[src/source/bp_pkg.sv]
`default_nettype none

package bp_pkg;

    // defaults, the module parameters have to agree with these
    localparam int ADDR_W    = 30;
    localparam int IDX_W     = 6;
    localparam int HIST_W    = 6;
    localparam int RAS_DEPTH = 8;

    typedef logic [ADDR_W-1:0] addr_t;  // word pc or target
    typedef logic [IDX_W-1:0]  idx_t;
    typedef logic [HIST_W-1:0] hist_t;

    typedef enum logic [2:0] {
        kind_none,
        kind_cond,
        kind_jump,
        kind_call,
        kind_ret,
        kind_indirect
    } br_kind_e;

    // one instruction resolved in execute
    typedef struct packed {
        addr_t    pc;
        br_kind_e kind;
        logic     taken;
        addr_t    target;
        addr_t    ret_pc;
    } resolve_t;

    typedef struct packed {
        addr_t pc;
        idx_t  pc_idx;  // pc only
        idx_t  gh_idx;  // pc hash xor history
    } lookup_t;

    typedef struct packed {
        logic     valid;
        idx_t     pc_idx;
        idx_t     gh_idx;
        resolve_t res;
    } update_t;

    typedef struct packed {
        addr_t    pc;
        br_kind_e kind;
        logic     taken;
        addr_t    npc;  // only meaningful at the output
    } predict_t;

    // low slice folded onto the next slice
    function automatic idx_t pc_hash(input addr_t a);
        return a[IDX_W-1:0] ^ a[2*IDX_W-1:IDX_W];
    endfunction

endpackage

`default_nettype wire

[src/source/branch_predictor.sv]
`timescale 1ns/1ps
`default_nettype none

module branch_predictor #(
    parameter int addr_w    = bp_pkg::ADDR_W,
    parameter int idx_w     = bp_pkg::IDX_W,
    parameter int hist_w    = bp_pkg::HIST_W,
    parameter int ras_depth = bp_pkg::RAS_DEPTH
) (
    input  logic             clk,
    input  logic             rstn,
    input  logic             stall,
    input  logic             pc_valid,
    input  bp_pkg::addr_t    pc,
    input  logic             upd_valid,
    input  bp_pkg::resolve_t upd,
    output logic             pred_valid,
    output bp_pkg::predict_t pred
);

    import bp_pkg::*;

    logic     lk_valid;
    lookup_t  lk;
    update_t  up;   // shared by stages 2 and 3
    logic     dir_valid;
    predict_t dir;

    pc_hash_stage #(
        .hist_w    (hist_w)
    ) u_pc_hash_stage (
        .clk       (clk),
        .rstn      (rstn),
        .stall     (stall),
        .pc_valid  (pc_valid),
        .pc        (pc),
        .upd_valid (upd_valid),
        .upd       (upd),
        .lk_valid  (lk_valid),
        .lk        (lk),
        .up        (up)
    );

    direction_stage #(
        .idx_w     (idx_w)
    ) u_direction_stage (
        .clk       (clk),
        .rstn      (rstn),
        .stall     (stall),
        .lk_valid  (lk_valid),
        .lk        (lk),
        .up        (up),
        .dir_valid (dir_valid),
        .dir       (dir)
    );

    target_stage #(
        .addr_w     (addr_w),
        .idx_w      (idx_w),
        .ras_depth  (ras_depth)
    ) u_target_stage (
        .clk        (clk),
        .rstn       (rstn),
        .stall      (stall),
        .dir_valid  (dir_valid),
        .dir        (dir),
        .up         (up),
        .pred_valid (pred_valid),
        .pred       (pred)
    );

endmodule

`default_nettype wire

[src/source/direction_stage.sv]
`timescale 1ns/1ps
`default_nettype none

module direction_stage #(
    parameter int idx_w = bp_pkg::IDX_W
) (
    input  logic             clk,
    input  logic             rstn,
    input  logic             stall,
    input  logic             lk_valid,
    input  bp_pkg::lookup_t  lk,
    input  bp_pkg::update_t  up,
    output logic             dir_valid,
    output bp_pkg::predict_t dir
);

    import bp_pkg::*;

    localparam int entries = 1 << idx_w;

    br_kind_e   kind_tab [entries];
    logic [1:0] ctr      [entries];  // gshare counters

    br_kind_e   rd_kind;
    logic       rd_taken;
    logic [1:0] ctr_old;
    logic [1:0] ctr_new;

    // read side for the request leaving stage 1
    always_comb begin
        rd_kind = kind_tab[lk.pc_idx];
        case (rd_kind)
            kind_none: rd_taken = 1'b0;
            kind_cond: rd_taken = ctr[lk.gh_idx][1];
            default:   rd_taken = 1'b1;  // unconditional kinds
        endcase
    end

    // saturating step toward the resolved outcome
    always_comb begin
        ctr_old = ctr[up.gh_idx];
        if (up.res.taken) begin
            ctr_new = (ctr_old == 2'd3) ? 2'd3 : ctr_old + 2'd1;
        end else begin
            ctr_new = (ctr_old == 2'd0) ? 2'd0 : ctr_old - 2'd1;
        end
    end

    always_ff @(posedge clk) begin
        if (!rstn) begin
            for (int i = 0; i < entries; i++) begin
                kind_tab[i] <= kind_none;
                ctr[i]      <= 2'd1;  // weakly not taken
            end
        end else if (up.valid) begin
            kind_tab[up.pc_idx] <= up.res.kind;
            if (up.res.kind == kind_cond) begin
                ctr[up.gh_idx] <= ctr_new;
            end
        end
    end

    always_ff @(posedge clk) begin
        if (!rstn) begin
            dir_valid <= 1'b0;
        end else if (!stall) begin
            dir_valid <= lk_valid;
        end
    end

    always_ff @(posedge clk) begin
        if (!stall) begin
            dir.pc    <= lk.pc;
            dir.kind  <= rd_kind;
            dir.taken <= rd_taken;
            dir.npc   <= '0;  // filled in by stage 3
        end
    end

    // trained counter moves toward the outcome and never wraps past 0 or 3
    a_ctr_step: assert property (
        @(posedge clk) disable iff (!rstn)
        up.valid && up.res.kind == kind_cond |=>
            ($past(up.res.taken) ? ctr[$past(up.gh_idx)] >= $past(ctr_old)
                                 : ctr[$past(up.gh_idx)] <= $past(ctr_old))
    );

endmodule

`default_nettype wire

[src/source/pc_hash_stage.sv]
`timescale 1ns/1ps
`default_nettype none

module pc_hash_stage #(
    parameter int hist_w = bp_pkg::HIST_W
) (
    input  logic             clk,
    input  logic             rstn,
    input  logic             stall,
    input  logic             pc_valid,
    input  bp_pkg::addr_t    pc,
    input  logic             upd_valid,
    input  bp_pkg::resolve_t upd,
    output logic             lk_valid,
    output bp_pkg::lookup_t  lk,
    output bp_pkg::update_t  up
);

    import bp_pkg::*;

    logic [hist_w-1:0] gh;   // global history, newest outcome in bit 0
    idx_t              fetch_idx;
    idx_t              upd_idx;

    assign fetch_idx = pc_hash(pc);
    assign upd_idx   = pc_hash(upd.pc);

    // update path, seen by stages 2 and 3 in the same cycle
    assign up.valid  = upd_valid;
    assign up.pc_idx = upd_idx;
    assign up.gh_idx = upd_idx ^ idx_t'(gh);  // history before the shift
    assign up.res    = upd;

    always_ff @(posedge clk) begin
        if (!rstn) begin
            gh <= '0;
        end else if (upd_valid && upd.kind == kind_cond) begin
            gh <= hist_w'({gh, upd.taken});
        end
    end

    always_ff @(posedge clk) begin
        if (!rstn) begin
            lk_valid <= 1'b0;
        end else if (!stall) begin
            lk_valid <= pc_valid;
        end
    end

    // lookup payload
    always_ff @(posedge clk) begin
        if (!stall) begin
            lk.pc     <= pc;
            lk.pc_idx <= fetch_idx;
            lk.gh_idx <= fetch_idx ^ idx_t'(gh);
        end
    end

    // an X pc would index every table downstream with X
    a_pc_known: assert property (
        @(posedge clk) disable iff (!rstn)
        pc_valid |-> !$isunknown(pc)
    );

endmodule

`default_nettype wire

[src/source/target_stage.sv]
`timescale 1ns/1ps
`default_nettype none

module target_stage #(
    parameter int addr_w    = bp_pkg::ADDR_W,
    parameter int idx_w     = bp_pkg::IDX_W,
    parameter int ras_depth = bp_pkg::RAS_DEPTH
) (
    input  logic             clk,
    input  logic             rstn,
    input  logic             stall,
    input  logic             dir_valid,
    input  bp_pkg::predict_t dir,
    input  bp_pkg::update_t  up,
    output logic             pred_valid,
    output bp_pkg::predict_t pred
);

    import bp_pkg::*;

    localparam int entries = 1 << idx_w;
    localparam int ptr_w   = (ras_depth > 1) ? $clog2(ras_depth) : 1;
    localparam int cnt_w   = $clog2(ras_depth + 1);

    logic [addr_w-1:0] btb [entries];
    logic [addr_w-1:0] ras [ras_depth];  // circular, oldest overwritten

    logic [ptr_w-1:0]  top;              // slot of the newest entry
    logic [cnt_w-1:0]  count;
    logic [ptr_w-1:0]  top_inc;
    logic [ptr_w-1:0]  top_dec;
    logic              btb_wr;
    logic              do_push;
    logic              do_pop;
    idx_t              btb_idx;
    logic [addr_w-1:0] seq_pc;
    logic [addr_w-1:0] npc;

    assign top_inc = (top == ptr_w'(ras_depth - 1)) ? '0 : top + 1'b1;
    assign top_dec = (top == '0) ? ptr_w'(ras_depth - 1) : top - 1'b1;

    assign do_push = up.valid && up.res.kind == kind_call;
    assign do_pop  = up.valid && up.res.kind == kind_ret && count != '0;

    assign btb_wr = up.valid &&
                    ((up.res.kind inside {kind_jump, kind_call, kind_indirect}) ||
                     (up.res.kind == kind_cond && up.res.taken));

    always_ff @(posedge clk) begin
        if (!rstn) begin
            for (int i = 0; i < entries; i++) begin
                btb[i] <= '0;
            end
        end else if (btb_wr) begin
            btb[up.pc_idx] <= up.res.target;
        end
    end

    always_ff @(posedge clk) begin
        if (!rstn) begin
            top   <= '0;
            count <= '0;
        end else if (do_push) begin
            top <= top_inc;
            if (count != cnt_w'(ras_depth)) begin
                count <= count + 1'b1;
            end
        end else if (do_pop) begin
            top   <= top_dec;
            count <= count - 1'b1;
        end
    end

    always_ff @(posedge clk) begin
        if (do_push) begin
            ras[top_inc] <= up.res.ret_pc;
        end
    end

    // next pc for the request leaving stage 2
    assign btb_idx = pc_hash(dir.pc);
    assign seq_pc  = dir.pc + 1'b1;

    always_comb begin
        if (dir.kind == kind_ret) begin
            npc = (count != '0) ? ras[top] : seq_pc;  // empty stack falls through
        end else if (dir.taken) begin
            npc = btb[btb_idx];
        end else begin
            npc = seq_pc;
        end
    end

    always_ff @(posedge clk) begin
        if (!rstn) begin
            pred_valid <= 1'b0;
        end else if (!stall) begin
            pred_valid <= dir_valid;
        end
    end

    always_ff @(posedge clk) begin
        if (!stall) begin
            pred.pc    <= dir.pc;
            pred.kind  <= dir.kind;
            pred.taken <= dir.taken;
            pred.npc   <= npc;
        end
    end

    a_ras_count: assert property (
        @(posedge clk) disable iff (!rstn)
        count <= cnt_w'(ras_depth)
    );

endmodule

`default_nettype wire

[config.mk]
export PLATFORM = sky130hd
export DESIGN_NAME = branch_predictor
export DESIGN_NICKNAME = d
export VERILOG_FILES = /design/src/source/bp_pkg.sv /design/src/source/branch_predictor.sv /design/src/source/direction_stage.sv /design/src/source/pc_hash_stage.sv /design/src/source/target_stage.sv
export SDC_FILE = /design/constraint.sdc
export NUM_CORES = 2
export LEC_CHECK = 0
export BUFFER_PORTS_ARGS = -buffer_cell sky130_fd_sc_hd__buf_2
export CORE_ASPECT_RATIO = 0.9
export CORE_MARGIN = 2
export CORE_UTILIZATION = 60
export DETAILED_ROUTE_END_ITERATION = 8
export PLACE_DENSITY = 0.77
export REMOVE_ABC_BUFFERS = 1
export SKIP_CTS_REPAIR_TIMING = 1
export SYNTH_ARGS = -nofsm -noshare
export SYNTH_HDL_FRONTEND = slang
export SYNTH_SLANG_ARGS = --single-unit
[constraint.sdc]
create_clock -name clk -period 10.32 [get_ports clk]
set_clock_uncertainty 0.2 [all_clocks]
set_input_delay 2.064 -clock clk [delete_from_list [all_inputs] [get_ports clk]]
set_output_delay 2.064 -clock clk [all_outputs]
set_load 0.01 [all_outputs]
==> impl_results.rst <==
.. list-table::
   :header-rows: 1

   * - Metric
     - Value
   * - Outcome
     - finished, final reports clean
   * - Remaining global-route overflow
     - 0
   * - Critical-path maximum fanout
     - 35
   * - Category of the critical setup timing path
     - flip-flop to flip-flop
   * - Overall die area
     - 0.203 mm²
   * - Commonest non-fill, non-tap cells in the layout
     - 2620 x sky130_fd_sc_hd__edfxtp_1, 1936 x sky130_fd_sc_hd__and2_1, 739 x sky130_fd_sc_hd__mux4_2, 405 x sky130_fd_sc_hd__nand2_1, 286 x sky130_fd_sc_hd__clkbuf_16
   * - Most used flip-flop cell after synthesis
     - sky130_fd_sc_hd__edfxtp_1
   * - Max clock buf depth
     - 4
   * - P per Cell Area
     - 190 mW/mm²
   * - Share of the synthesized area in the top cell type
     - 65.8%
   * - Ratio of routed vias to standard cells
     - 6.52
   * - Share of the clock period used by the worst path
     - 57.0%
   * - Critical path arrival
     - 6350 ps
   * - Cell type with the highest aggregate area in the netlist
     - sky130_fd_sc_hd__edfxtp_1
   * - Category of the worst setup path capture point
     - flip-flop
   * - Synth cell types
     - 70
   * - Setup crit start kind
     - flip-flop
   * - Number of warning messages in the yosys log
     - 0
   * - Pins Over Slew Limit
     - 0
   * - WL per Instance
     - 30.6 µm
   * - Clock latency reported for the late side of the worst-skew pair
     - 930 ps
   * - Synth top area cells
     - sky130_fd_sc_hd__edfxtp_1 66%, sky130_fd_sc_hd__mux4_2 14%, sky130_fd_sc_hd__and2_1 10%
   * - Wire length of the first global-routing pass
     - 452000 µm
   * - TritonRoute pass-1 iters
     - 6
   * - Final setup margin
     - 4430 ps
   * - Final Hold Fails
     - 0
   * - Number of synthesized flops with an enable pin
     - 2620
   * - Vias in the first global route
     - 67800
   * - Worst ir drop on vdd
     - 166 µV
   * - Start point of the worst hold path
     - u_pc_hash_stage.lk[34]$_DFFE_PN_
   * - Worst reg-to-reg setup slack
     - 4430 ps
   * - Slew @ Worst Pin
     - 1390 ps
   * - Minimum setup slack after placement
     - 3850 ps
   * - RSZ-0062 raised after global routing
     - no
   * - Final total negative setup slack
     - 0 ps
   * - Wire length after detailed routing
     - 315000 µm
   * - Post-DRT Antenna Nets
     - 0
   * - Slew HR
     - 6.76%
   * - # IOs
     - 194
   * - Total standard cell area after synthesis
     - 0.120 mm²
   * - Setup violation total in the final timing report
     - 0
   * - DP HPWL
     - 174000 µm
   * - Share of synthesized registers carrying an async set or reset
     - 0%
   * - Number of cell rows
     - 155
   * - Placed standard-cell area
     - 0.124 mm²
   * - Inserted Clock Buffers
     - 280
   * - Commonest non-fill, non-tap cell in the layout
     - sky130_fd_sc_hd__edfxtp_1
   * - Fraction of layout cells with a size suffix above 1
     - 22.0%
   * - Syn Inst Count
     - 7517
   * - DRC violations left
     - 0
   * - Critical register-to-register path endpoint
     - u_target_stage.pred[3]$_DFFE_PN_
   * - Max frequency
     - 170 MHz
   * - Length in cells of the worst reg-to-reg path
     - 9
   * - Number of antenna violations at the first check in global routing
     - 27
   * - Maximum capacitance violations
     - 0
   * - Area inside the core boundary
     - 0.198 mm²
   * - Clock input transition at the sequential cells of the worst setup and hold paths
     - 60 ps
   * - Req. time, crit path
     - 10780 ps
   * - Clock Sinks
     - 2651
   * - Effective utilization at floorplan
     - 60.3%
   * - Proportion of synthesized chip area in sequential cells
     - 66.3%
   * - Time the final worst path needs with I/O delays and setup
     - 5890 ps
   * - Die span in x
     - 475 µm
   * - Number of vias after detailed routing
     - 67100
   * - TritonCTS clock tree
     - done
   * - Final Net Count
     - 7561
   * - Vert. Die Dim
     - 428 µm
   * - Overall Global Routing Usage
     - 31.2%
   * - Number of DRC markers after the initial detailed-route iteration
     - 9651
   * - Routability Congestion
     - 0.852
   * - Hold Path Stages
     - 0
   * - Count of input and output buffers
     - 175
   * - Static leakage power
     - 45.4 nW
   * - Pin count of the biggest net entering global routing
     - 116
   * - Mean Syn Cell Area
     - 15.9 µm²
   * - Synth-to-Final Area Change
     - 10.4%
   * - Worst Hold Path EP
     - u_direction_stage.dir[56]$_DFFE_PN_
   * - Type of the worst min-delay path
     - flip-flop to flip-flop
   * - Startpoint of the lowest-slack register-to-register path
     - u_direction_stage.dir[34]$_DFFE_PN_
   * - Final Cell Area
     - 0.132 mm²
   * - Number of levels in the clock H-tree
     - 5
   * - Cell at the root of the clock tree
     - sky130_fd_sc_hd__clkbuf_16
   * - Yosys reg bits
     - 2651
[synthesized netlist by cell type, drive strengths merged (3+ instances only)]
cell / count
nor2: 185
a221o: 7
nand2b: 3
nor2b: 26
and3: 202
xnor3: 4
xor3: 6
o211ai: 9
xor2: 31
a221oi: 6
a31oi: 17
mux4: 743
mux2: 28
o221ai: 5
inv: 10
edfxtp: 2620
o22ai: 7
and4: 6
and2: 1940
a311o: 11
ha: 7
a211oi: 38
nand4: 8
mux2i: 82
dfxtp: 31
a21oi: 51
xnor2: 31
o21a: 9
nand2: 405
clkbuf: 583
nor3: 21
buf: 175
nand3: 83
a22oi: 6
o21ai: 94
[stage by stage]
stage	utilization, %	power, W	hold slack (ps)	instances
2_1_floorplan	-	0.0160	200	6759
3_3_place_gp	62.4	0.0158	201	9811
3_5_place_dp	62.4	0.0158	205	9811
4_1_cts	66.6	0.0251	219	10300
5_1_grt	66.6	0.0257	227	10300
6_report	66.6	0.0251	218	10300
[critical path, stage by stage (launching register included)]
cell and delay (ps):
sky130_fd_sc_hd__edfxtp_1 580, sky130_fd_sc_hd__xnor2_2 850, sky130_fd_sc_hd__buf_4 290, sky130_fd_sc_hd__buf_4 610, sky130_fd_sc_hd__mux4_2 620, sky130_fd_sc_hd__mux4_2 600, sky130_fd_sc_hd__a211oi_1 1010, sky130_fd_sc_hd__a31oi_1 420
sky130_fd_sc_hd__a21oi_1 270, sky130_fd_sc_hd__nor2_1 80
[final cells by class]
class / count / area [µm²]
tap: 2669 / 3340
sequential: 2651 / 79300
timing repair buffer: 383 / 2620
antenna: 8 / 20.0
multi-input combinational: 4098 / 38300
inverter: 10 / 42.5
fill: 12900 / 66200
clock buffer: 356 / 7480
clock inverter: 104 / 880
[kinds of logic (layout without fill, tap and decap cells)]
logic type	count (synthesis)	after routing	synth area share [%]
simple gates	2887	2887	13.8
flops	2651	2651	66.3
xor+xnor	72	72	0.650
buf+inv	768	853	2.68
fa+ha+maj	10	10	0.108
mux	853	853	15.0
compound gates	276	276	1.47
other cells	0	8	0
[registers in the layout, indices dropped and copies added (netlist names), named ones only]
signal,count
u_pc_hash_stage.lk_valid,1
u_target_stage.count,4
u_target_stage.ras,240
u_target_stage.pred_valid,1
u_pc_hash_stage.gh,6
u_target_stage.top,3
u_direction_stage.ctr,128
u_target_stage.pred,64
u_pc_hash_stage.lk,42
u_direction_stage.kind_tab,192
u_target_stage.btb,1920
u_direction_stage.dir_valid,1
u_direction_stage.dir,34
[where the power goes]
part	internal (W)	switching [W]
Combinational	0.00122	0.00188
Sequential	0.0124	0.000208
Clock	0.00546	0.00399
Total	0.0191	0.00607
[layer usage]
metal  GRT usage [%]  wire length, µm  up-vias
met5               0              124        -
met4            12.4            13600       20
met3            9.80            43200      634
met2            48.1           147000     4279
met1            41.8           111000    34300
li1                -                -    27800
[how the worst max path moves through the flow]
stage                                                       endpoint  cells after the start                           startpoint
final                               u_target_stage.pred[3]$_DFFE_PN_                      9  u_direction_stage.dir[34]$_DFFE_PN_
after global routing                u_target_stage.pred[3]$_DFFE_PN_                     10  u_direction_stage.dir[34]$_DFFE_PN_
after CTS                           u_target_stage.pred[8]$_DFFE_PN_                     10  u_direction_stage.dir[34]$_DFFE_PN_
after detailed placement  u_direction_stage.ctr[13][1]$_SDFFCE_PN0P_                     11                              upd[70]
after global placement     u_direction_stage.ctr[9][0]$_SDFFCE_PN1P_                     10                              upd[71]
after floorplan                    u_target_stage.pred[20]$_DFFE_PN_                      8  u_direction_stage.dir[34]$_DFFE_PN_
(Power assumes the default switching activity.)
